$ cat src/scaler_settings.svh
`ifndef SCALER_SETTINGS_SVH
`define SCALER_SETTINGS_SVH

// Bits per pixel, single channel
`define SCALER_PIXEL_WIDTH 8

// Width, height and column index bits
`define SCALER_RESO_WIDTH 10

// Blend weights run from 0 to this many quarters
`define SCALER_WEIGHT_STEPS 4

// Line buffers in the write rotation
`define SCALER_BUF_NUM 4

`endif

$ cat src/scaler_pkg.sv
`default_nettype none

`include "scaler_settings.svh"

package scaler_pkg;

	typedef logic [`SCALER_PIXEL_WIDTH-1:0] pixel_t;
	typedef logic [`SCALER_RESO_WIDTH-1:0] reso_t;

	// Half-pixel position, compared modulo its width
	typedef logic [`SCALER_RESO_WIDTH:0] mul_t;

	typedef logic [$clog2(`SCALER_WEIGHT_STEPS+1)-1:0] weight_t;
	typedef logic [$clog2(`SCALER_BUF_NUM)-1:0] buf_sel_t;

	// Bit 1 set means an output is pending for the current column
	typedef enum logic [1:0] {
		COL_IDLE   = 2'b00,
		COL_SKIP   = 2'b01,
		COL_SINGLE = 2'b10,
		COL_MULTI  = 2'b11
	} col_state_e;

endpackage

`default_nettype wire

$ cat src/bilinear_blend.sv
`timescale 1ns/1ns
`default_nettype none

`include "scaler_settings.svh"

module bilinear_blend (
	input  wire                      clk,
	input  wire                      int_reset,
	input  wire                      i_pair_valid,
	output logic                     o_pair_ready,
	input  wire scaler_pkg::pixel_t  i_tl,
	input  wire scaler_pkg::pixel_t  i_bl,
	input  wire scaler_pkg::pixel_t  i_tr,
	input  wire scaler_pkg::pixel_t  i_br,
	input  wire scaler_pkg::weight_t i_y_weight,
	input  wire scaler_pkg::weight_t i_x_weight,
	input  wire                      i_pair_last,
	output logic                     o_m_tvalid,
	output scaler_pkg::pixel_t       o_m_tdata,
	output logic                     o_m_tuser,
	output logic                     o_m_tlast,
	input  wire                      i_m_tready
);

	// a weighted by w, b by the complement, in quarters
	function automatic scaler_pkg::pixel_t mix(input scaler_pkg::pixel_t a,
			input scaler_pkg::pixel_t b, input scaler_pkg::weight_t w);
		logic [`SCALER_PIXEL_WIDTH+3:0] sum;
		scaler_pkg::weight_t wc;
		wc = scaler_pkg::weight_t'(`SCALER_WEIGHT_STEPS - w);
		sum = a * w + b * wc;
		return scaler_pkg::pixel_t'(sum / `SCALER_WEIGHT_STEPS);
	endfunction

	logic s1_valid, s1_last, s1_ready, s2_ready;
	scaler_pkg::pixel_t s1_left, s1_right;
	scaler_pkg::weight_t s1_x_weight;

	assign s2_ready = !o_m_tvalid || i_m_tready;
	assign s1_ready = !s1_valid || s2_ready;
	assign o_pair_ready = s1_ready;

	//////////////////////////////////////////////////
	// Stage one, vertical

	always_ff @(posedge clk) begin
		if (int_reset) begin
			s1_valid <= 1'b0;
			s1_last <= 1'b0;
		end else if (i_pair_valid && s1_ready) begin
			s1_valid <= 1'b1;
			s1_last <= i_pair_last;
		end else if (s2_ready) begin
			s1_valid <= 1'b0;
		end
	end

	always_ff @(posedge clk) begin
		if (i_pair_valid && s1_ready) begin
			s1_left <= mix(i_tl, i_bl, i_y_weight);
			s1_right <= mix(i_tr, i_br, i_y_weight);
			s1_x_weight <= i_x_weight;
		end
	end

	//////////////////////////////////////////////////
	// Stage two, horizontal and output

	always_ff @(posedge clk) begin
		if (int_reset) begin
			o_m_tvalid <= 1'b0;
			o_m_tlast <= 1'b0;
		end else if (s1_valid && s2_ready) begin
			o_m_tvalid <= 1'b1;
			o_m_tlast <= s1_last;
		end else if (i_m_tready) begin
			o_m_tvalid <= 1'b0;
		end
	end

	always_ff @(posedge clk) begin
		if (s1_valid && s2_ready)
			o_m_tdata <= mix(s1_left, s1_right, s1_x_weight);
	end

	// Start of frame rides on the first transfer only
	always_ff @(posedge clk) begin
		if (int_reset)
			o_m_tuser <= 1'b1;
		else if (o_m_tvalid && i_m_tready)
			o_m_tuser <= 1'b0;
	end

endmodule

`default_nettype wire

$ cat config.mk
export PLATFORM = sky130hd
export DESIGN_NAME = bilinear_blend
export DESIGN_NICKNAME = d
export VERILOG_FILES = /design/src/scaler_pkg.sv /design/src/bilinear_blend.sv
export VERILOG_INCLUDE_DIRS = /design/src /design/src/src
export SDC_FILE = /design/constraint.sdc
export NUM_CORES = 1
export LEC_CHECK = 0
export ABC_CLOCK_PERIOD_IN_PS = 5250
export BUFFER_PORTS_ARGS = -buffer_cell sky130_fd_sc_hd__buf_4
export CAP_MARGIN = 5
export CELL_PAD_IN_SITES_DETAIL_PLACEMENT = 1
export CELL_PAD_IN_SITES_GLOBAL_PLACEMENT = 1
export CORE_MARGIN = 3
export CORE_UTILIZATION = 40
export CTS_BUF_LIST = sky130_fd_sc_hd__clkbuf_8
export CTS_CLUSTER_DIAMETER = 80
export DETAILED_ROUTE_END_ITERATION = 6
export PLACE_DENSITY = 0.76
export SYNTH_ARGS = -nofsm -noshare
export SYNTH_HDL_FRONTEND = slang
export SYNTH_SLANG_ARGS = --single-unit
$ cat constraint.sdc
create_clock -name clk -period 5.25 [get_ports clk]
set_input_delay 1.05 -clock clk [delete_from_list [all_inputs] [get_ports clk]]
set_output_delay 1.05 -clock clk [all_outputs]
set_load 0.01 [all_outputs]
* After elaboration in Yosys (flattened, before gate mapping)
Cells that the tools add are included.
** Cells by class
- $add $sub $neg :: 5
- Reduce and logical (&&, ||, !) cells :: 9
- Mux-type cells :: 4
- $mul :: 6
** Operators with widths (count)
- $mul A8 B3 Y10 :: 6
- $add A10 B10 Y10 :: 3
- $sub A3 B3 Y3 const A :: 2
- $mux W1 :: 4
- $reduce_bool A2 Y1 :: 2
- $logic_and A1 B1 Y1 :: 3
- $logic_not A1 Y1 :: 2
- $logic_or A1 B1 Y1 :: 2
** Word-level totals
- Output and inout port bits :: 12
- Bits of input ports :: 43
- Logic and storage cells :: 33
- Flip-flop bits (word level) :: 32

* Depth between registers and ports, before layout
Gate-level depths: netlist (run 1).
- Depth in word-level cells :: 5
- Mapped depth :: 18
- Depth with buffers taken out :: 16

* Least setup slack after synthesis (run 1)
OpenSTA, ideal clock, no wires.
- Path type :: input-to-reg
- From :: input port i_y_weight[0]
- To :: register s1_left[6], data pin
- Buffers on the path :: 2
- Setup slack :: -0.021 ns
- Data required time :: 4.992 ns
- Setup time :: 0.258 ns
- Stages :: 17
- Arrival time :: 5.013 ns
- Cells stage by stage :: clkbuf_1 inv_1 ha_1 xor2_2 clkbuf_1 nand2_1 fa_1 fa_1 fa_1 inv_1 ha_1 fa_1 a21o_1 a21oi_1 o21bai_1 a21oi_1 xnor2_1
** On the way
- Longest elaborated chain between the ends :: 3
** RTL lines
- start, declared :: RTL line bilinear_blend.sv:15 : input wire scaler_pkg::weight_t i_y_weight,
- $sub A3 B3 Y3 (no line)
- $mul A8 B3 Y10 :: RTL line bilinear_blend.sv:31 : sum = a * w + b * wc;
- $add A10 B10 Y10 * :: RTL line bilinear_blend.sv:31
- end signal, assigned :: RTL line bilinear_blend.sv:60 : s1_left <= mix(i_tl, i_bl, i_y_weight);
- end, declared :: RTL line bilinear_blend.sv:36 : scaler_pkg::pixel_t s1_left, s1_right;
Every way passes the cells marked *; elsewhere a longest branch is shown, timed or not.
A chain may end at the register's enable or synchronous reset.

* Final worst setup path (run 1)
Same ends and word-level chain as after synthesis.

==> results of run 1 <==
==> kinds of logic after synthesis <==
group / synth area share, %
and+or+nand+nor: 19.25
adders and majority gates: 42.68
buffers and inverters: 9.015
xor gates and xnor gates: 6.494
DFF: 18.54
AOI/OAI and AO/OA: 3.616
muxes: 0.4075
==> metrics by stage <==
step	instance area (um2)	hold WS, ns	worst slack, ns
after CTS	5609	0.4691	0.3871
after global placement	5498	0.4367	0.2146
final	5609	0.4628	0.4304
after global routing	5609	0.4876	0.1137
after floorplan	4915	0.4601	0.03963
after detailed placement	5498	0.4515	0.06337
==> final timing paths <==
check	from	endpoint	slack, ns	depth (start not counted)
min	o_m_tuser$_SDFFE_PP1P_	o_m_tuser$_SDFFE_PP1P_	0.46	1
max reg2reg	s1_x_weight[0]$_DFFE_PP_	o_m_tdata[7]$_DFFE_PP_	0.59	15
max	i_y_weight[0]	s1_left[6]$_DFFE_PP_	0.43	15
min reg2reg	o_m_tuser$_SDFFE_PP1P_	o_m_tuser$_SDFFE_PP1P_	0.46	1
==> worst reg2reg max path, stage by stage (launching register included) <==
cell and delay [ns]:
edfxtp_1 0.61, inv_1 0.10, ha_1 0.24, xor2_2 0.31
and2_1 0.20, fa_1 0.44, fa_1 0.49, inv_1 0.05
fa_1 0.52, inv_1 0.06, ha_1 0.28, a21o_1 0.18
a211oi_1 0.27, nor2_1 0.12, o41ai_1 0.43, xnor2_1 0.13
==> power by group <==
group	total [mW]	switching (mW)	internal (mW)
combinational	2.55	1.36	1.19
clock	0.243	0.103	0.140
sequential	0.596	0.0576	0.538
==> cell usage after synthesis, types with 3 or more instances <==
master	instances
dfxtp_1	5
and4_1	3
nor3_1	4
and2_1	100
ha_1	38
fa_1	81
nor2b_1	4
nor2_1	21
xnor2_1	27
a21o_1	5
o41ai_1	3
edfxtp_1	27
nand2_1	42
a21oi_1	9
clkbuf_1	8
inv_1	108
==> flip-flops by register name (all words and copies together), names as in the netlist <==
| name | cells |
|---|---|
| o_m_tdata | 8 |
| s1_left | 8 |
| s1_right | 8 |
| s1_x_weight | 3 |
| o_m_tlast | 1 |
| o_m_tuser | 1 |
| o_m_tvalid | 1 |
| s1_last | 1 |
| s1_valid | 1 |
==> routing by layer <==
layer  part of all wire (%)  global-route usage, %  up-vias
li1                       -                      -     1633
met1                     40                  18.75     1699
met2                     56                  32.46       51
met3                    2.6                  1.388        5
met4                    1.0                  3.440        0
met5                      0                      0        -
==> final cells by class <==
class                           instances  area [um2]
Clock inverter                          3       42.54
Clock buffer                            5       68.82
Timing Repair Buffer                   59       442.9
Inverter                              108       405.4
Tap cell                              143       178.9
Fill cell                            1377        6102
Sequential cell                        32       910.9
Multi-Input combinational cell        357        3560
==> reports/metrics.cfg, run 1 <==
[grt]
grt_use_total_pct=16.28
grt_max_degree=31
grt_remaining_overflow=0
grt_pass1_wl_um=17540
antenna_found_initial=0
grt_pass1_vias=3862

[min_path]
hold_class=reg2reg

[cts]
post_cts_resized=0
clock-sinks=32
clk_latency_ns=0.30
htreeDepth=2
max-clock-path-buffers=2
cts_root_buffer=clkbuf_8
hold_buffers=0
clk_pin_slew_worst_paths_ns=0.08
cts_tree=yes
post_cts_buffers=0
cts_made_buffers=5

[sta]
worst_pin_slew_ns=0.8959
period_minus_slack_ns=4.820
setup_tns_ns=0
fin_crit_sh_pct=91.80
drv_slew=0
grt_setup_unrepaired=false
setup_viol=0
max_freq_ghz=0.2075
relSlewSlack_pct=40.27
clock-skew-final_ns=0.009857
hold_viol_final=0

[die]
start_util_pct=41.96
fp.coreArea_um2=11710
die_area_um2=13650
rows=39
fp.dieH_um=116.8
ioPinCount=55
die_w_um=116.8

[setup_path]
worstPathMaxFanout=16
cp-start-kind=input port
crit_type=in2reg
max_stage_delay_ns=0.55
worst-path-buf-inv=3
crit_chain=buf_4 -> inv_1 -> ha_1 -> nand2_1 -> fa_1 -> fa_1 -> fa_1 -> inv_1 -> ha_1 -> fa_1 -> a21o_1 -> a21oi_1 -> o21bai_1 -> a21oi_1 -> xnor2_1
cp_top_family=adder cells
required_ns=5.31
slowest_stage=fa_1
critical_path.most_common_cell=fa_1
cp-end-kind=flop
critPathArrivalTime_ns=4.88

[power]
cellPowerDensity_nw_per_um2=604.3
vdd_drop_max_uv=293.6
p_leak_nw=2.665
power.total_mw=3.390

[detailed_routing]
drt_iter0_markers=77
drtAntennaViolNets=0
vias=3388
dr.pass1.iters=4
routed_via_density=4.792
avgRoutedWirePerCell_um=14.58
drcViolationCount=0
drt-total-wl_um=10310

[yosys]
synth.distinct_cells=30
ys_ff_latch=32
yosysSeqAreaShare_pct=18.54
synth_area_leader_cell=fa_1
synth_top_cells_by_area=fa_1 33%, edfxtp_1 17%, and2_1 13%
synth_top_area_share_pct=33.00
synth_nets=668
synth_area_um2=4913
yosys_warnings=0
synthCells=506
synth_edf_count=27
synth_ff_type=edfxtp_1
ys_async_sr_fraction_pct=0
avgSynthCellArea_um2=9.710

[cells_and_area]
antenna-diode-count=0
final_cell_mix=108 x inv_1, 100 x and2_1, 81 x fa_1
finish.utilization_pct=47.90
layout.cells.non_filler=707
layout.nets=725
drive_above_1_share_pct=12.59
mostFrequentLayoutCell=inv_1
area_delta_synth_final_pct=14.16

[placed_design]
dp_hpwl_um=9127
routabilityCongestion=0.7935
port_buffers=54
dp.cells=699

[flow_run]
maxCapViolCount=0

[status]
outcome=finished, final reports clean

Note: power is estimated with default switching activity, not from simulation.
==> inputs of run 2 (changes only) <==
--- a/config.mk
+++ b/config.mk
@@ -11,11 +11,11 @@
 export CAP_MARGIN = 5
 export CELL_PAD_IN_SITES_DETAIL_PLACEMENT = 1
 export CELL_PAD_IN_SITES_GLOBAL_PLACEMENT = 1
-export CORE_MARGIN = 3
 export CORE_UTILIZATION = 40
 export CTS_BUF_LIST = sky130_fd_sc_hd__clkbuf_8
 export CTS_CLUSTER_DIAMETER = 80
 export DETAILED_ROUTE_END_ITERATION = 6
+export GPL_ROUTABILITY_DRIVEN = 1
 export PLACE_DENSITY = 0.76
 export SYNTH_ARGS = -nofsm -noshare
 export SYNTH_HDL_FRONTEND = slang
==> run 2 against run 1 <==
  * Non-clock buffer count is 1 lower
  * Routed wire length is 4.3% lower
  * Critical path depth stayed put
  * Die area is 6.7% lower
  * Fmax is 1.7% lower
  * Global-route usage is 0.98 points higher
  * Combinational power hardly changed
  * Setup slack worse by 0.085 ns
  * Worst hold slack worse by 0.0061 ns
  * Design area is 0.13% lower
  * Critical path type unchanged
  * Critical endpoint unchanged
  * Largest cell class unchanged
  * Highest routed layer unchanged
==> reports/metrics.cfg, run 2 (synthesis results as in run 1) <==
[status]
outcome=finished, final reports clean  ; unchanged

[cells_and_area]
regArea_um2=910.9  ; unchanged
layout.nets=724  ; was 725
area_delta_synth_final_pct=14.01  ; was 14.16%
antenna-diode-count=0  ; unchanged
final_cell_mix=108 x inv_1, 100 x and2_1, 81 x fa_1  ; unchanged
fill_cells=1403  ; was 1377
multi_input_area_um2=3560  ; unchanged
top_regs=o_m_tdata: 8 flops, s1_left: 8 flops, s1_right: 8 flops  ; unchanged
finish.utilization_pct=46.64  ; was 47.90%
drive_above_1_share_pct=12.08  ; was 12.59%
mostFrequentLayoutCell=inv_1  ; unchanged

[cts]
post_cts_buffers=0  ; unchanged
hold_buffers=0  ; unchanged
post_cts_resized=0  ; unchanged
cts_tree=yes  ; unchanged
clock-sinks=32  ; unchanged
max-clock-path-buffers=2  ; unchanged
clk_latency_ns=0.29  ; was 0.30 ns
htreeDepth=2  ; unchanged
clk_pin_slew_worst_paths_ns=0.07  ; was 0.08 ns
cts_root_buffer=clkbuf_8  ; unchanged
cts_made_buffers=5  ; unchanged

[power]
cellPowerDensity_nw_per_um2=601.1  ; was 604.3 nW/um2
power_switching_mw=1.505  ; was 1.525 mW
switching_share_pct=44.70  ; was 44.99%
power_frac_comb_pct=75.2  ; about the same
seqPwrFrac_pct=17.8  ; was 17.6%
p_leak_nw=2.659  ; was 2.665 nW
power.internal_mw=1.862  ; was 1.865 mW
power.total_mw=3.367  ; was 3.390 mW
clkPwrFrac_pct=7.0  ; was 7.2%
vdd_drop_max_uv=340.5  ; was 293.6 uV

[grt]
antenna_found_initial=0  ; unchanged
grt_max_degree=31  ; unchanged
grt_pass1_vias=3999  ; was 3862
grt_pass1_wl_um=17570  ; was 17540 um
grt_remaining_overflow=0  ; unchanged
grt_use_total_pct=17.26  ; was 16.28%

[sta]
relSlewSlack_pct=40.31  ; was 40.27%
max_freq_ghz=0.2039  ; was 0.2075 GHz
setup_tns_ns=0  ; unchanged
period_minus_slack_ns=4.905  ; was 4.820 ns
drv_slew=0  ; unchanged
fin_crit_sh_pct=93.42  ; was 91.80%
hold_viol_final=0  ; unchanged
fin_hold_ws_ns=0.4567  ; was 0.4628 ns
grt_setup_unrepaired=false  ; unchanged
worst_slack_ns=0.3453  ; was 0.4304 ns
setup_viol=0  ; unchanged
worst_pin_slew_ns=0.8953  ; was 0.8959 ns
clock-skew-final_ns=0.007777  ; was 0.009857 ns

[detailed_routing]
vias=3360  ; was 3388
drt_iter0_markers=86  ; was 77
drtAntennaViolNets=0  ; unchanged
avgRoutedWirePerCell_um=13.89  ; was 14.58 um
routed_via_density=4.732  ; was 4.792
drt-total-wl_um=9863  ; was 10310 um
drcViolationCount=0  ; unchanged
dr.pass1.iters=4  ; unchanged

[min_path]
hold_class=reg2reg  ; unchanged
worst_hold_path.endpoint=o_m_tuser$_SDFFE_PP1P_  ; unchanged
hp-start=o_m_tuser$_SDFFE_PP1P_  ; unchanged
hold_path_depth=1  ; unchanged

[setup_path]
required_ns=5.29  ; was 5.31 ns
worstPathMaxFanout=16  ; unchanged
crit_type=in2reg  ; unchanged
timing.rr.end=o_m_tdata[6]$_DFFE_PP_  ; was o_m_tdata[7]$_DFFE_PP_
reg2reg_slack_ns=0.62  ; was 0.59 ns
reg2reg_depth=16  ; was 15
r2r-start=s1_x_weight[0]$_DFFE_PP_  ; unchanged
cp-end-kind=flop  ; unchanged
critPathArrivalTime_ns=4.95  ; was 4.88 ns
cp-start-kind=input port  ; unchanged

[placed_design]
port_buffers=54  ; unchanged
routabilityCongestion=0.7882  ; was 0.7935
dp_slack_ns=-0.01004  ; was 0.06337 ns
dp_hpwl_um=8622  ; was 9127 um

[die]
fp.dieH_um=112.8  ; was 116.8 um
rows=40  ; was 39
fp.coreArea_um2=12010  ; was 11710 um2
ioPinCount=55  ; unchanged
die_w_um=112.8  ; was 116.8 um
start_util_pct=40.91  ; was 41.96%
die_area_um2=12730  ; was 13650 um2

[flow_run]
maxCapViolCount=0  ; unchanged

## run 2: cell types whose count changed in the layout (fill, tap and decap cells not counted)
| cell | delta |
|---|---|
| clkinv_1 | +2 |
| buf_4 | -1 |
| clkinvlp_4 | -1 |
| clkinv_2 | -1 |
## run 2: layout make-up
type,count,share of cell area [%]
repair buffers,58,7.773
clock inverters,3,0.6701
clock buffers,5,1.229
multi-input cells,357,63.55
flip-flops and latches,32,16.26
well taps,147,3.283
inverters,108,7.237
## run 2: stage by stage
stage / std cells / cell area (um2)
3_5_place_dp: 702 / 5495
4_1_cts: 710 / 5602
6_report: 710 / 5602
2_1_floorplan: 506 / 4915
5_1_grt: 710 / 5602
3_3_place_gp: 702 / 5495
## run 2: power groups by stage
stage / logic, mW / clock network [mW] / registers [mW]
floorplan: 1.97 / 0 / 0.595
global placement: 2.39 / 0 / 0.600
detailed placement: 2.57 / 0 / 0.604
CTS: 2.59 / 0.244 / 0.600
global route: 2.97 / 0.252 / 0.612
finish: 2.53 / 0.237 / 0.599
## run 2: layer usage
layer | global-route usage [%] | routed length, um | part of all wire [%] | vias to the layer above
met5 | 0 | 0 | 0 | -
met4 | 4.089 | 110 | 1.1 | 0
met3 | 2.035 | 300 | 3.0 | 10
met2 | 34.49 | 5362 | 54 | 56
met1 | 19.26 | 4090 | 41 | 1661
li1 | - | - | - | 1633
## run 2: worst max path at each step
stage                     depth (start not counted)  slack (ns)               endpoint     startpoint
final                                            15        0.35   s1_left[6]$_DFFE_PP_  i_y_weight[1]
after CTS                                        15        0.31   s1_left[6]$_DFFE_PP_  i_y_weight[1]
after detailed placement                         15       -0.01   s1_left[6]$_DFFE_PP_  i_y_weight[1]
after floorplan                                  17        0.04   s1_left[6]$_DFFE_PP_  i_y_weight[0]
after global routing                             15        0.11  s1_right[6]$_DFFE_PP_  i_y_weight[1]
after global placement                           15        0.21   s1_left[6]$_DFFE_PP_  i_y_weight[1]
## run 2: critical path, stage by stage
cell,delay (ns)
buf_4,0.09
inv_1,0.04
ha_1,0.54
nand2_1,0.15
fa_1,0.54
fa_1,0.52
fa_1,0.54
inv_1,0.04
ha_1,0.21
fa_1,0.42
a21o_1,0.20
a21oi_1,0.21
o21bai_1,0.09
a21oi_1,0.21
xnor2_1,0.10
