## config.mk

```make
export PLATFORM = sky130hd
export DESIGN_NAME = scale_control
export DESIGN_NICKNAME = d
export VERILOG_FILES = /design/src/scaler_pkg.sv /design/src/scale_control.sv
export VERILOG_INCLUDE_DIRS = /design/src /design/src/src
export SDC_FILE = /design/constraint.sdc
export NUM_CORES = 1
export LEC_CHECK = 0
export ABC_AREA = 1
export BUFFER_PORTS_ARGS = -buffer_cell sky130_fd_sc_hd__buf_2
export CORE_UTILIZATION = 29
export CTS_CLUSTER_DIAMETER = 200
export DETAILED_ROUTE_END_ITERATION = 16
export PLACE_DENSITY = 0.46
export SLEW_MARGIN = 30
export SYNTH_ARGS = -nofsm -noshare
export SYNTH_HDL_FRONTEND = slang
export SYNTH_SLANG_ARGS = --single-unit
```

## constraint.sdc

```tcl
create_clock -name clk -period 12.3 [get_ports clk]
set_input_delay 3.69 -clock clk [delete_from_list [all_inputs] [get_ports clk]]
set_output_delay 3.69 -clock clk [all_outputs]
set_load 0.005 [all_outputs]
```

## src/scaler_settings.svh

```systemverilog
`ifndef SCALER_SETTINGS_SVH
`define SCALER_SETTINGS_SVH

// Bits per pixel, single channel
`define SCALER_PIXEL_WIDTH 8

// Width, height and column index bits
`define SCALER_RESO_WIDTH 10

// Blend weights run from 0 to this many quarters
`define SCALER_WEIGHT_STEPS 4

// Line buffers in the write rotation
`define SCALER_BUF_NUM 4

`endif

```

## src/scaler_pkg.sv

```systemverilog
`default_nettype none

`include "scaler_settings.svh"

package scaler_pkg;

	typedef logic [`SCALER_PIXEL_WIDTH-1:0] pixel_t;
	typedef logic [`SCALER_RESO_WIDTH-1:0] reso_t;

	// Half-pixel position, compared modulo its width
	typedef logic [`SCALER_RESO_WIDTH:0] mul_t;

	typedef logic [$clog2(`SCALER_WEIGHT_STEPS+1)-1:0] weight_t;
	typedef logic [$clog2(`SCALER_BUF_NUM)-1:0] buf_sel_t;

	// Bit 1 set means an output is pending for the current column
	typedef enum logic [1:0] {
		COL_IDLE   = 2'b00,
		COL_SKIP   = 2'b01,
		COL_SINGLE = 2'b10,
		COL_MULTI  = 2'b11
	} col_state_e;

endpackage

`default_nettype wire

```

## src/scale_control.sv

```systemverilog
`timescale 1ns/1ns
`default_nettype none

`include "scaler_settings.svh"

module scale_control (
	input  wire                     clk,
	input  wire                     int_reset,
	input  wire scaler_pkg::reso_t  i_s_width,
	input  wire scaler_pkg::reso_t  i_s_height,
	input  wire scaler_pkg::reso_t  i_m_width,
	input  wire scaler_pkg::reso_t  i_m_height,
	input  wire                     i_s_tvalid,
	input  wire scaler_pkg::pixel_t i_s_tdata,
	input  wire                     i_s_tlast,
	output logic                    o_s_tready,
	output logic [`SCALER_BUF_NUM-1:0] o_wr_en,
	output scaler_pkg::reso_t       o_wr_addr,
	output scaler_pkg::pixel_t      o_wr_data,
	output logic                    o_rd_en,
	output scaler_pkg::reso_t       o_rd_addr,
	input  wire scaler_pkg::pixel_t i_rd_data0,
	input  wire scaler_pkg::pixel_t i_rd_data1,
	input  wire scaler_pkg::pixel_t i_rd_data2,
	input  wire scaler_pkg::pixel_t i_rd_data3,
	output logic                    o_pair_valid,
	input  wire                     i_pair_ready,
	output scaler_pkg::pixel_t      o_tl,
	output scaler_pkg::pixel_t      o_bl,
	output scaler_pkg::pixel_t      o_tr,
	output scaler_pkg::pixel_t      o_br,
	output scaler_pkg::weight_t     o_y_weight,
	output scaler_pkg::weight_t     o_x_weight,
	output logic                    o_pair_last
);

	// Positions wrap, so order is taken from the sign of the difference
	function automatic logic mul_ge(input scaler_pkg::mul_t a, input scaler_pkg::mul_t b);
		scaler_pkg::mul_t d;
		d = a - b;
		return ~d[`SCALER_RESO_WIDTH];
	endfunction

	function automatic scaler_pkg::weight_t quantize(input scaler_pkg::mul_t diff,
			input scaler_pkg::mul_t thr [`SCALER_WEIGHT_STEPS]);
		scaler_pkg::weight_t w;
		w = scaler_pkg::weight_t'(`SCALER_WEIGHT_STEPS);
		for (int i = `SCALER_WEIGHT_STEPS - 1; i >= 0; i--) begin
			if (diff <= thr[i])
				w = scaler_pkg::weight_t'(i);
		end
		return w;
	endfunction

	scaler_pkg::mul_t s_w2, s_h2, m_w2, m_h2;
	assign s_w2 = {i_s_width, 1'b0};
	assign s_h2 = {i_s_height, 1'b0};
	assign m_w2 = {i_m_width, 1'b0};
	assign m_h2 = {i_m_height, 1'b0};

	scaler_pkg::mul_t y_thr [`SCALER_WEIGHT_STEPS];
	scaler_pkg::mul_t x_thr [`SCALER_WEIGHT_STEPS];

	// Thresholds at 1/8, 3/8, 5/8 and 7/8 of a source pitch
	always_ff @(posedge clk) begin
		if (int_reset) begin
			for (int i = 0; i < `SCALER_WEIGHT_STEPS; i++) begin
				y_thr[i] <= scaler_pkg::mul_t'((32'(i_m_height) * (2*i + 1))
					/ `SCALER_WEIGHT_STEPS);
				x_thr[i] <= scaler_pkg::mul_t'((32'(i_m_width) * (2*i + 1))
					/ `SCALER_WEIGHT_STEPS);
			end
		end
	end

	//////////////////////////////////////////////////
	// Input side

	logic s_next, s_last;
	logic [`SCALER_BUF_NUM-1:0] wr_act, buf_valid;
	logic wr_last;
	logic advance_read, iy_first;
	scaler_pkg::buf_sel_t rd_which, rd_which_pre;

	assign s_next = i_s_tvalid && o_s_tready;
	assign s_last = s_next && i_s_tlast;

	always_ff @(posedge clk) begin
		if (int_reset) begin
			o_s_tready <= 1'b0;
			wr_act <= `SCALER_BUF_NUM'(1);
		end else begin
			if (!o_s_tready && |(~buf_valid & wr_act))
				o_s_tready <= 1'b1;
			else if (s_last)
				o_s_tready <= 1'b0;
			if (s_last)
				wr_act <= {wr_act[`SCALER_BUF_NUM-2:0], wr_act[`SCALER_BUF_NUM-1]};
		end
	end

	always_ff @(posedge clk) begin
		if (int_reset) begin
			o_wr_en <= '0;
			o_wr_addr <= '0;
			wr_last <= 1'b0;
			buf_valid <= '0;
		end else begin
			o_wr_en <= wr_act & {`SCALER_BUF_NUM{s_next}};
			if (|o_wr_en)
				o_wr_addr <= wr_last ? '0 : o_wr_addr + 1'b1;
			if (s_next)
				wr_last <= i_s_tlast;
			for (int i = 0; i < `SCALER_BUF_NUM; i++) begin
				if (s_last && wr_act[i])
					buf_valid[i] <= 1'b1;
				else if (advance_read && rd_which_pre == scaler_pkg::buf_sel_t'(i)
						&& !iy_first)
					buf_valid[i] <= 1'b0;
			end
		end
	end

	always_ff @(posedge clk) begin
		if (s_next)
			o_wr_data <= i_s_tdata;
	end

	//////////////////////////////////////////////////
	// Vertical stepping

	scaler_pkg::mul_t iy_mul, oy_mul, ymul_diff;
	scaler_pkg::reso_t iy_line, oy_line;
	scaler_pkg::weight_t y_weight;
	logic iy_last, oy_last, oy_valid, oy_done, oy_posedge;
	logic advance_out, advance_out_d1;
	logic out_next, op_last_cur;

	always_ff @(posedge clk) begin
		if (int_reset) begin
			advance_out <= 1'b0;
			advance_out_d1 <= 1'b0;
			advance_read <= 1'b0;
			oy_done <= 1'b0;
			oy_posedge <= 1'b0;
		end else begin
			advance_out <= !advance_out && !oy_valid && !advance_out_d1 && !oy_last
				&& (mul_ge(iy_mul, oy_mul) || iy_last) && buf_valid[rd_which];
			advance_out_d1 <= advance_out;
			advance_read <= !advance_read && !oy_valid && buf_valid[rd_which]
				&& !mul_ge(iy_mul, oy_mul) && !iy_last;
			oy_done <= !oy_done && oy_valid && op_last_cur && out_next;
			oy_posedge <= advance_out_d1;
		end
	end

	always_ff @(posedge clk) begin
		if (mul_ge(iy_mul, oy_mul))
			ymul_diff <= iy_first ? '0 : iy_mul - oy_mul;
		else if (iy_last)
			ymul_diff <= '0;
	end

	always_ff @(posedge clk) begin
		if (int_reset) begin
			y_weight <= '0;
			oy_valid <= 1'b0;
			oy_last <= 1'b0;
			oy_line <= i_m_height;
			oy_mul <= scaler_pkg::mul_t'(i_s_height);
		end else begin
			if (advance_out_d1) begin
				y_weight <= quantize(ymul_diff, y_thr);
				oy_valid <= 1'b1;
				oy_last <= (oy_line == 1);
			end else if (oy_done) begin
				oy_valid <= 1'b0;
			end
			if (oy_done) begin
				oy_line <= oy_line - 1'b1;
				oy_mul <= oy_mul + s_h2;
			end
		end
	end

	// Top line is rd_which_pre, bottom line is rd_which
	always_ff @(posedge clk) begin
		if (int_reset) begin
			rd_which_pre <= '0;
			rd_which <= '0;
			iy_mul <= scaler_pkg::mul_t'(i_m_height);
			iy_line <= i_s_height;
			iy_last <= (i_s_height == 1);
			iy_first <= 1'b1;
		end else if (advance_read) begin
			rd_which_pre <= rd_which;
			if (!iy_last) begin
				rd_which <= rd_which + 1'b1;
				iy_mul <= iy_mul + m_h2;
				iy_line <= iy_line - 1'b1;
				iy_last <= (iy_line == 2);
				iy_first <= 1'b0;
			end
		end
	end

	//////////////////////////////////////////////////
	// Horizontal stepping

	logic line_reset, rd_en, ox_ready, ip_last, op_last, rd_line_done;
	scaler_pkg::mul_t ip_mul, ip_mul_cur, ip_mul_next, op_mul, op_mul_n, xmul_diff;
	scaler_pkg::reso_t ip_idx, op_idx;
	scaler_pkg::col_state_e col_state;
	scaler_pkg::pixel_t rd_data [`SCALER_BUF_NUM];
	scaler_pkg::pixel_t rd_top, rd_bot, left_top, left_bot;

	assign rd_data[0] = i_rd_data0;
	assign rd_data[1] = i_rd_data1;
	assign rd_data[2] = i_rd_data2;
	assign rd_data[3] = i_rd_data3;
	assign rd_top = rd_data[rd_which_pre];
	assign rd_bot = rd_data[rd_which];

	assign line_reset = int_reset || !oy_valid;
	assign ox_ready = !o_pair_valid || i_pair_ready;
	assign out_next = col_state[1] && ox_ready;
	assign rd_en = oy_valid && !rd_line_done
		&& (!col_state[1] || (col_state == scaler_pkg::COL_SINGLE && ox_ready));
	assign ip_mul = rd_en ? ip_mul_next : ip_mul_cur;
	assign o_rd_en = rd_en;

	always_ff @(posedge clk) begin
		if (line_reset) begin
			o_rd_addr <= '0;
			ip_mul_cur <= '0;
			ip_mul_next <= scaler_pkg::mul_t'(i_m_width);
			ip_idx <= i_s_width;
			ip_last <= (i_s_width == 1);
			rd_line_done <= 1'b0;
		end else if (rd_en) begin
			o_rd_addr <= o_rd_addr + 1'b1;
			ip_mul_cur <= ip_mul_next;
			ip_mul_next <= ip_mul_next + m_w2;
			if (!ip_last) begin
				ip_idx <= ip_idx - 1'b1;
				ip_last <= (ip_idx == 2);
			end
			if (ip_last || (mul_ge(ip_mul, op_mul) && op_last))
				rd_line_done <= 1'b1;
		end
	end

	// op_mul runs one output ahead of the pending one
	always_ff @(posedge clk) begin
		if (line_reset) begin
			op_mul <= scaler_pkg::mul_t'(i_s_width);
			op_mul_n <= (i_m_width == 1) ? scaler_pkg::mul_t'(i_s_width) : s_w2 + i_s_width;
			op_idx <= i_m_width;
			op_last <= (i_m_width == 1);
			op_last_cur <= (i_m_width == 1);
		end else begin
			if (!op_last && (rd_en ? (mul_ge(ip_mul, op_mul) || ip_last) : out_next)) begin
				op_mul <= op_mul_n;
				if (op_idx != 1) begin
					op_mul_n <= op_mul_n + s_w2;
					op_idx <= op_idx - 1'b1;
				end
				op_last <= (op_idx == 2);
			end
			if (out_next)
				op_last_cur <= op_last;
		end
	end

	always_ff @(posedge clk) begin
		if (line_reset) begin
			col_state <= scaler_pkg::COL_IDLE;
		end else if (out_next || rd_en) begin
			if (out_next && op_last_cur) begin
				col_state <= scaler_pkg::COL_IDLE;
			end else if (mul_ge(ip_mul, op_mul)) begin
				col_state <= mul_ge(ip_mul, op_mul_n) ? scaler_pkg::COL_MULTI
					: scaler_pkg::COL_SINGLE;
				xmul_diff <= oy_posedge ? '0 : ip_mul - op_mul;
			end else if (ip_last) begin
				col_state <= scaler_pkg::COL_SINGLE;
				xmul_diff <= '0;
			end else begin
				col_state <= scaler_pkg::COL_SKIP;
			end
		end
	end

	// Left column, zero at the start of a line
	always_ff @(posedge clk) begin
		if (rd_en) begin
			left_top <= oy_posedge ? '0 : rd_top;
			left_bot <= oy_posedge ? '0 : rd_bot;
		end
	end

	//////////////////////////////////////////////////
	// Pair to blend

	always_ff @(posedge clk) begin
		if (int_reset) begin
			o_pair_valid <= 1'b0;
			o_pair_last <= 1'b0;
		end else if (out_next) begin
			o_pair_valid <= 1'b1;
			o_pair_last <= op_last_cur;
		end else if (i_pair_ready) begin
			o_pair_valid <= 1'b0;
		end
	end

	always_ff @(posedge clk) begin
		if (out_next) begin
			o_tl <= left_top;
			o_bl <= left_bot;
			o_tr <= rd_top;
			o_br <= rd_bot;
			o_y_weight <= y_weight;
			o_x_weight <= quantize(xmul_diff, x_thr);
		end
	end

endmodule

`default_nettype wire

```

Word-level counts from Yosys, hierarchy flattened
Index checks and enable logic that the tools add are counted.
{"block": "totals", "register_bits": 328, "out_inout_bits": 74}
{"block": "classes", "addsub": 15, "n_lt_le_gt_ge": 11, "n_reduce_logical": 78, "eq_ne": 16, "n_mux": 76, "bitwise_logic": 10, "multipliers": 6}
{"operator": "10-bit two-way mux", "count": 23}
{"operator": "11-bit two-way mux", "count": 9}
{"operator": "10-bit by 3-bit multiplier with 13-bit output (second input constant)", "count": 4}
{"operator": "11-bit adder", "count": 4}
{"operator": "11-bit less-or-equal comparator", "count": 4}
{"operator": "10-bit by 1-bit equality test with 1-bit output (second input constant)", "count": 4}
{"operator": "10-bit by 1-bit subtractor with 10-bit output (second input constant)", "count": 4}
{"operator": "1-bit logical AND", "count": 34}
{"operator": "11-bit subtractor", "count": 3}
{"operator": "8-bit binary-select mux with 2-bit select", "count": 2}
{"operator": "8-bit two-way mux", "count": 4}
{"operator": "10-bit by 2-bit equality test with 1-bit output (second input constant)", "count": 3}
{"operator": "1-bit two-way mux", "count": 28}
{"operator": "2-bit nonzero test", "count": 13}
{"operator": "10-bit by 2-bit multiplier with 12-bit output (second input constant)", "count": 2}
{"operator": "11-bit by 10-bit less-or-equal comparator with 1-bit output", "count": 2}
{"operator": "11-bit by 8-bit less-or-equal comparator with 1-bit output", "count": 2}
{"operator": "10-bit by 1-bit adder with 10-bit output (second input constant)", "count": 2}
{"operator": "3-bit two-way mux", "count": 5}
{"operator": "1-bit zero test", "count": 13}
{"operator": "11-bit by 10-bit adder with 11-bit output", "count": 1}
{"operator": "10-bit by 1-bit inequality test with 1-bit output (second input constant)", "count": 1}
{"operator": "2-bit AND reduction", "count": 5}
{"operator": "4-bit AND", "count": 2}
{"operator": "17 further kinds", "count": 38}

Longest topological paths before layout
Gate-level depths: netlist (run 1).
{"block": "logic_depth", "word_depth": 13, "mapped_depth": 19}

Worst setup path before layout (run 1)
OpenSTA, ideal clock, no wires.
{"block": "synth_timing", "path_kind": "input -> output", "start": "input port i_pair_ready", "end": "output port o_rd_en", "t_arrival_ns": 4.507, "stages": 5, "setup_slack_ns": 4.103, "required_ns": 8.610, "cell_sequence": "inv_1 > nand3_2 > nand3_4 > buf_6 > inv_1"}
{"block": "synth_via", "elab_chain_cells": 4}
{"item": "from (decl)", "line_no": "scale_control.sv:27", "source": "input wire i_pair_ready,"}
{"item": "1-bit logical OR", "line_no": "scale_control.sv:225", "source": "assign ox_ready = !o_pair_valid || i_pair_ready;"}
{"item": "1-bit logical AND", "line_no": "scale_control.sv:228", "source": "&& (!col_state[1] || (col_state == scaler_pkg::COL_SINGLE && ox_ready));"}
{"item": "1-bit logical OR", "line_no": "scale_control.sv:228"}
{"item": "1-bit logical AND", "line_no": "scale_control.sv:228"}
{"item": "to (decl)", "line_no": "scale_control.sv:20", "source": "output logic o_rd_en,"}
Every way passes these cells.

Final worst setup path (run 1)
Ends and elaborated chain as after synthesis.

==> results_dict.tcl, run 1 <==
set metrics [dict create \
    vias 16000 \
    synth_fa_ha_area_share_pct 17.64 \
    area_delta_synth_final_pct 15.79 \
    ys_top_cells_by_area "edfxtp_1, ha_1, nand2_1" \
    synth_compound_area_share_pct 12.08 \
    synth_fp_nets 2658 \
    die_y_um 270.0 \
    cts_hold_buf 0 \
    yosysWarnings 0 \
    worstSetupEndpointType "output pin" \
    tightest_slew_ns 0.8983 \
    start_util_pct 29.53 \
    critPathMaxStageDelay_ns 0.33 \
    final_cells 3449 \
    netlist_area_mm2 0.02082 \
    hold_class "register to register" \
    dp_slack_ns 3.937 \
    p_per_area_mw_per_mm2 133.8 \
    diodes 0 \
    critPathRequiredTime_ns 8.61 \
    rr_worst_depth 14 \
    path_max_fanout 31 \
    avgSynthCellArea_um2 9.061 \
    drc 0 \
    dieWidth_um 270.0 \
    dpl.hpwl_um 40160 \
    status "complete, no violations" \
    vdd_drop_max_mv 0.08180 \
    firstDrtPassIters 5 \
    startpoint "i_pair_ready" \
    clock_path_buffers 3 \
    synth.most_common_cell "nand2_1" \
    synth_top_area_share_pct 37.07 \
    core_mm2 0.07051 \
    grt_max_degree 50 \
    fin_ws_ns 3.961 \
    cts.repair.resized 0 \
    total_power_mw 3.225 \
    portBuffers 158 \
    ioPinCount 159 \
    setup_tns_ns 0 \
    antenna_found_initial 0 \
    grt.overflow.total 0 \
    placed_cell_area_mm2 0.02271 \
    maxSlewViolCount 0 \
    path_cells "buf_2, inv_1, nand3_2, nand3_4, inv_1, buf_2" \
    asyncSetResetFlopFracSynth_pct 0 \
    synth_top_area_cell "edfxtp_1" \
    cts.htree.levels 2 \
    crit_arrival_ns 4.65 \
    r2r_start "oy_valid" \
    setup_viol 0 \
    drt-vias-per-instance 4.640 \
    cp_slowest_cell "nand3_4" \
    slew_headroom_pct 39.89 \
    ys_seq_area_share_pct 43.70 \
    cts_sinks 326 \
    hp-start "left_bot[0]" \
    fin_worst_skew_ns 0.02094 \
    ys_types 56 \
    drtIter0Drc 713 \
    rsz0062_at_grt "false" \
    grt_pass1_vias 16120 \
    yosys.area_share.simple_pct 15.61 \
    synthFlopType "edfxtp_1" \
    dieArea_mm2 0.07287 \
    crit_type "primary input to output pin" \
    root_buffer "clkbuf_16" \
    grtUsageTotal_pct 14.93 \
    cp_top_family "buffers and inverters" \
    nFillCells 7204 \
    dp.cells 3370 \
    tritoncts "yes" \
    p_leak_nw 10.70 \
    synth_edf_count 257 \
    wirelength_um 54100 \
    cts_setup_buffers 0 \
    ys_ff_latch 326 \
    finish.net_count 2835 \
    synthXorXnorAreaFrac_pct 3.828 \
    synth_cells 2298 \
    max_cap_viol_count 0 \
    drive_above_1_share_pct 10.64 \
    cts_buffers 43 \
    worst-path-buf-inv 4 \
    clk_pin_slew_worst_paths_ns 0.06 \
    synthTopCellsByCount "nand2_1, inv_1, edfxtp_1" \
    wl_per_cell_um 15.68 \
    fin_area_mm2 0.02411 \
    clock_latency_ns 0.56 \
    final_antenna_net_count 0 \
    grt_pass1_wl_um 86710 \
    fmax_ghz 0.1199 \
    whs_path_depth 0 \
    synth_top_family_by_area "adder cells" \
    synthMuxAreaShare_pct 0 \
    final_hold_viol_count 0 \
    min_period_ns 8.339 \
    cp.depth 6 \
    start_kind "primary input" \
    rows 97 \
    gp_congestion 0.8276 \
    min_period_over_period_pct 67.80 \
]
-- per-layer routing --
metal / GRT usage, % / routed length, µm / vias up
li1: - / - / 8193
met1: 18.87 / 24730 / 7476
met2: 26.21 / 26260 / 244
met3: 2.000 / 1730 / 89
met4: 4.620 / 1369 / 0
met5: 0 / 0 / -
-- logic make-up after synthesis --
logic type                 Yosys count
AOI/OAI and AO/OA                  452
xor gates and xnor gates            91
adders and majority gates          275
buffers and inverters              393
DFF                                326
and+or+nand+nor                    761
-- area by class of cell --
type,count,area (µm²),area share [%]
sequential,326,9099,37.74
tap,940,1176,4.878
clock buffer,54,1149,4.764
inverter,361,1358,5.631
timing repair buffer,164,838.3,3.477
multi-input combinational,1579,10250,42.50
clock inverter,25,244.0,1.012
-- placed cells by master (no fill, tap or decap), types with 5 or more instances in the layout --
cell	count
dfxtp_1	69
o21ai_0	168
nand2_1	394
o221ai_1	10
nor4_1	5
clkbuf_1	9
a22oi_1	8
o21ai_1	5
clkbuf_16	44
a21o_1	9
o21bai_1	6
o2111ai_1	12
a31oi_1	14
nor2_1	176
inv_1	352
edfxtp_1	257
nand3_1	86
nand4_1	17
xnor2_1	31
xor2_1	60
clkinv_2	9
fa_1	31
clkinv_1	10
or2_2	6
nand2_2	10
ha_1	244
a21oi_1	187
o22ai_1	6
buf_4	7
buf_2	157
o31ai_1	8
nor3_1	36
-- stage by stage --
step | hold WS (ns) | util, %
finish | 0.4193 | 34.19
detailed placement | 0.4052 | 32.21
global route | 0.4258 | 34.19
global placement | 0.4007 | 32.20
floorplan | 0.4003 | -
CTS | 0.4185 | 34.18
-- registers in the layout, indices dropped and copies added, names as in the netlist, 8 cells and up --
name	cells
x_thr	40
y_thr	40
ip_mul_cur	11
ip_mul_next	11
iy_mul	11
op_mul	11
op_mul_n	11
oy_mul	11
ip_idx	10
iy_line	10
o_rd_addr	10
o_wr_addr	10
op_idx	10
oy_line	10
xmul_diff	10
ymul_diff	10
left_bot	8
left_top	8
o_bl	8
o_br	8
o_tl	8
o_tr	8
o_wr_data	8
-- power by group --
part	switching, mW	internal, mW	leakage, nW
clock	0.499	0.747	0.678
combinational	0.390	0.241	6.94
sequential	0.0497	1.30	3.08
-- path summary, 6_finish.rpt --
check / end / slack (ns)
setup reg to reg: op_idx[8] / 8.52
hold / removal: o_bl[0] / 0.42
setup / recovery: o_rd_en / 3.96
hold reg to reg: o_bl[0] / 0.42
(Power assumes the default switching activity.)
==> run 2, diff against run 1 <==
--- a/config.mk
+++ b/config.mk
@@ -11,7 +11,7 @@
 export CORE_UTILIZATION = 29
 export CTS_CLUSTER_DIAMETER = 200
 export DETAILED_ROUTE_END_ITERATION = 16
-export PLACE_DENSITY = 0.46
+export PLACE_DENSITY = 0.48
 export SLEW_MARGIN = 30
 export SYNTH_ARGS = -nofsm -noshare
 export SYNTH_HDL_FRONTEND = slang
==> constraint.sdc (replaced) <==
create_clock -name clk -period 6.92 [get_ports clk]
set_input_delay 2.076 -clock clk [delete_from_list [all_inputs] [get_ports clk]]
set_output_delay 2.076 -clock clk [all_outputs]
set_load 0.005 [all_outputs]
==> results_dict.tcl, run 2 (synthesized netlist as in run 1, its figures left out) <==
set metrics [dict create \
    setup_viol 0 \
    worst-path-buf-inv 4 \
    startpoint "i_pair_ready" \
    hold_class "register to register" \
    wirelength_um 54520 \
    start_kind "primary input" \
    tritoncts "yes" \
    dpl.hpwl_um 41130 \
    cts_buffers 41 \
    critPathRequiredTime_ns 4.84 \
    cts.htree.levels 2 \
    r2r_start "oy_valid" \
    diodes 0 \
    crit_type "primary input to output pin" \
    nFillCells 7263 \
    wl_per_cell_um 15.81 \
    portBuffers 158 \
    cts_sinks 326 \
    dp.cells 3372 \
    grt.overflow.total 0 \
    die_y_um 270.0 \
    final_antenna_net_count 0 \
    clk_pin_slew_worst_paths_ns 0.06 \
    tightest_slew_ns 0.8987 \
    hp-start "left_bot[0]" \
    rr_worst_depth 15 \
    grtUsageTotal_pct 14.93 \
    placed_cell_area_mm2 0.02273 \
    cp.depth 6 \
    setup.worst_path.end "o_rd_en" \
    finish.net_count 2835 \
    final_cell_mix "nand2_1, inv_1, edfxtp_1" \
    rrSetupSlack_ns 3.20 \
    path_cells "buf_2, inv_1, nand3_2, nand3_4, inv_1, buf_2" \
    fmax_ghz 0.1935 \
    antenna_found_initial 0 \
    slew_headroom_pct 39.94 \
    root_buffer "clkbuf_16" \
    start_util_pct 29.53 \
    firstDrtPassIters 5 \
    clock_latency_ns 0.57 \
    rsz0062_at_grt "false" \
    finalCoreUtilization_pct 34.29 \
    ioPinCount 159 \
    rows 97 \
    clock_path_buffers 3 \
    grt_pass1_wl_um 87340 \
    vias 16070 \
    max_cap_viol_count 0 \
    p_leak_nw 10.74 \
    cp_slowest_cell "nand3_4" \
    drive_above_1_share_pct 10.69 \
    dieWidth_um 270.0 \
    min_period_over_period_pct 74.67 \
    drtIter0Drc 911 \
    cp_top_family "buffers and inverters" \
    vdd_drop_max_mv 0.1472 \
    cts.repair.resized 0 \
    final_cells 3448 \
    fin_area_mm2 0.02418 \
    grt_pass1_vias 16300 \
    drc 0 \
    core_mm2 0.07051 \
    maxSlewViolCount 0 \
    min_period_ns 5.167 \
    final_hold_viol_count 0 \
    layout_commonest_cell "nand2_1" \
    top_regs "x_thr (40), y_thr (40)" \
    p_per_area_mw_per_mm2 241.0 \
    status "complete, no violations" \
    area_delta_synth_final_pct 16.13 \
    crit_arrival_ns 3.09 \
    fin_worst_skew_ns 0.01741 \
    grt_max_degree 52 \
    drt-vias-per-instance 4.660 \
    gp_congestion 0.8527 \
    cts_hold_buf 0 \
    setup_tns_ns 0 \
    worstSetupEndpointType "output pin" \
    path_max_fanout 31 \
    r2r-end "op_mul_n[2]" \
    critPathMaxStageDelay_ns 0.34 \
    dieArea_mm2 0.07287 \
    cts_setup_buffers 0 \
]
run 2: changes by cell type in the layout (fill, tap and decap cells not counted), sizes merged:
cell / previous run / this run
clkinvlp: 3 / 1
bufinv: 4 / 5
buf: 164 / 166
clkinv: 20 / 13
clkbuf: 54 / 60
inv: 359 / 358
run 2: final cells by class:
cell class,instances,area (µm²),share of cell area [%]
tap,940,1176,4.864
sequential,326,9099,37.63
clock buffer,60,1215,5.025
multi-input combinational,1579,10240,42.36
clock inverter,16,236.5,0.9780
inverter,361,1358,5.614
timing repair buffer,166,853.3,3.529
run 2: power by group:
part           internal (mW)  switching [mW]  total [mW]
Clock                   1.41           0.889        2.30
Sequential              2.31          0.0895        2.40
Combinational          0.430           0.695        1.13
run 2: worst register-to-register path, cell delays in order, from the launching register on:
cell,delay [ns]
dfxtp_1,0.35
inv_2,0.09
nor2_4,0.11
nand3_4,0.34
o21ai_0,0.48
inv_1,0.14
fa_1,0.46
inv_1,0.12
nand3_1,0.10
nand3_1,0.16
nand3_2,0.14
nand4_2,0.13
nand2_2,0.07
nand2_2,0.25
o21a_1,0.18
buf_4,0.28
run 2: worst min-delay path by stage:
| stage | depth (start not counted) | end | slack, ns |
|---|---|---|---|
| 2_1_floorplan | 0 | o_bl[0] | 0.40 |
| 3_3_place_gp | 0 | o_tl[4] | 0.40 |
| 3_5_place_dp | 0 | o_tl[1] | 0.40 |
| 4_1_cts | 0 | o_bl[0] | 0.41 |
| 5_1_grt | 0 | o_tl[5] | 0.42 |
| 6_report | 0 | o_bl[0] | 0.41 |
run 2: through the flow:
| stage | hold WS [ns] | worst slack, ns | power (mW) |
|---|---|---|---|
| after floorplan | 0.4003 | 1.854 | 3.216 |
| after global placement | 0.4015 | 1.448 | 3.538 |
| after detailed placement | 0.4045 | 1.342 | 3.565 |
| after CTS | 0.4109 | 1.699 | 5.911 |
| after global routing | 0.4208 | 1.616 | 6.165 |
| final | 0.4124 | 1.753 | 5.826 |
run 2: per-layer routing:
layer | track usage [%] | wire length [µm]
met1 | 18.60 | 24510
met2 | 26.64 | 26940
met3 | 2.294 | 1933
met4 | 3.858 | 1137
met5 | 0 | 0
==> run 3, diff against run 2 <==
==> constraint.sdc (replaced) <==
create_clock -name clk -period 4.7 [get_ports clk]
set_input_delay 1.41 -clock clk [delete_from_list [all_inputs] [get_ports clk]]
set_output_delay 1.41 -clock clk [all_outputs]
set_load 0.005 [all_outputs]
==> results_dict.tcl, run 3 (synthesized netlist as in run 1, its figures left out) <==
set metrics [dict create \
    wirelength_um 53890 \
    final_antenna_net_count 0 \
    seqPwrFrac_pct 41.6 \
    grt_max_degree 115 \
    drt-vias-per-instance 4.651 \
    critPathMaxStageDelay_ns 0.27 \
    p_clk_share_pct 38.8 \
    intPower_mw 6.032 \
    gp_congestion 0.8527 \
    setup_viol 0 \
    hold_class "register to register" \
    path_cells "buf_2, inv_1, nand3_2, nand3_4, buf_4, inv_1, buf_2" \
    p_comb_share_pct 19.6 \
    multi_input_area_mm2 0.01024 \
    drc 0 \
    fin_ws_ns 0.7844 \
    rows 97 \
    tightest_slew_ns 0.8615 \
    start_util_pct 29.53 \
    cts.htree.levels 2 \
    maxSlewViolCount 0 \
    area_delta_synth_final_pct 16.57 \
    start_kind "primary input" \
    fmax_ghz 0.2554 \
    finish.net_count 2850 \
    dp_slack_ns 0.4322 \
    slew_headroom_pct 42.49 \
    die_y_um 270.0 \
    p_leak_nw 10.80 \
    cts_sinks 326 \
    final_hold_viol_count 0 \
    crit_type "primary input to output pin" \
    layout_commonest_cell "nand2_1" \
    cp_slowest_cell "buf_4" \
    setup_tns_ns 0 \
    grt_pass1_wl_um 86390 \
    tritoncts "yes" \
    path_max_fanout 21 \
    drtIter0Drc 847 \
    grt_pass1_vias 16040 \
    status "complete, no violations" \
    clk_pin_slew_worst_paths_ns 0.06 \
    top_regs "x_thr (40), y_thr (40)" \
    cts_hold_buf 0 \
    critPathRequiredTime_ns 3.29 \
    worstSetupEndpointType "output pin" \
    cts.repair.resized 0 \
    dieArea_mm2 0.07287 \
    p_sw_share_pct 28.89 \
    firstDrtPassIters 6 \
    portBuffers 158 \
    vias 16110 \
    p_per_area_mw_per_mm2 349.5 \
    ioPinCount 159 \
    final_cell_mix "nand2_1, inv_1, edfxtp_1" \
    clock_latency_ns 0.56 \
    grt.overflow.total 0 \
    dpl.hpwl_um 40870 \
    nFillCells 7134 \
    vdd_drop_max_mv 0.2393 \
    rsz0062_at_grt "false" \
    clock_path_buffers 3 \
    fin_worst_skew_ns 0.01603 \
    wl_per_cell_um 15.56 \
    dieWidth_um 270.0 \
    max_cap_viol_count 0 \
    grtUsageTotal_pct 14.72 \
    cts_setup_buffers 0 \
    core_mm2 0.07051 \
    cts_buffers 41 \
    drive_above_1_share_pct 11.26 \
    min_period_over_period_pct 83.31 \
    crit_arrival_ns 2.51 \
    antenna_found_initial 1 \
    min_period_ns 3.916 \
    ff_latch_area_mm2 0.009099 \
    root_buffer "clkbuf_16" \
    power_switching_mw 2.451 \
]
==> run 3: cell count changes in the layout (fill, tap and decap cells not counted), sizes merged <==
cell / delta
inv: +2
diode: +1
clkbuf: -10
clkinv: +6
clkinvlp: +2
buf: +15
==> run 3: layout make-up <==
cell class | count | area share, %
tap | 940 | 4.846
inverter | 361 | 5.583
sequential | 326 | 37.49
clock inverter | 26 | 1.134
timing repair buffer | 181 | 4.083
antenna | 1 | 0.01031
clock buffer | 50 | 4.665
multi-input combinational | 1579 | 42.19
==> run 3: final timing paths <==
kind	end	from	slack [ns]	cells past startpoint
min	o_bl[5]	left_bot[5]	0.42	0
max	o_rd_en	i_pair_ready	0.78	7
max reg2reg	op_idx[9]	oy_valid	1.69	16
min reg2reg	o_bl[5]	left_bot[5]	0.42	0
==> run 3: power by group through the flow <==
| stage | Sequential [mW] | Combinational [mW] | Clock [mW] |
|---|---|---|---|
| finish | 3.53 | 1.66 | 3.29 |
| global route | 3.55 | 1.93 | 3.52 |
| CTS | 3.53 | 1.68 | 3.40 |
| detailed placement | 3.59 | 1.66 | 0 |
| global placement | 3.59 | 1.63 | 0 |
| floorplan | 3.53 | 1.21 | 0 |
==> run 3: worst max-delay path, delay by kind of cell <==
family,cells,cell delay (ns)
and+or+nand+nor,2,0.30
buffers and inverters,5,0.79
==> run 3: routing by layer <==
layer / part of all wire (%) / track usage (%) / routed length [µm] / up-vias
li1: - / - / - / 8217
met1: 46 / 18.90 / 24760 / 7570
met2: 49 / 25.53 / 26380 / 252
met3: 3.2 / 2.249 / 1705 / 72
met4: 1.9 / 4.007 / 1043 / 0
met5: 0 / 0 / 0 / -
==> run 3: metrics by stage <==
stage                     power [mW]  instance area [µm²]  instances  hold WS [ns]  util, %
final                          8.482                24270       3464        0.4159    34.42
after global routing           9.002                24270       3464        0.4250    34.42
after CTS                      8.609                24270       3463        0.4197    34.42
after detailed placement       5.249                22860       3387        0.4045    32.42
after global placement         5.216                22860       3387        0.4004    32.42
after floorplan                4.735                20820       2298        0.4003        -
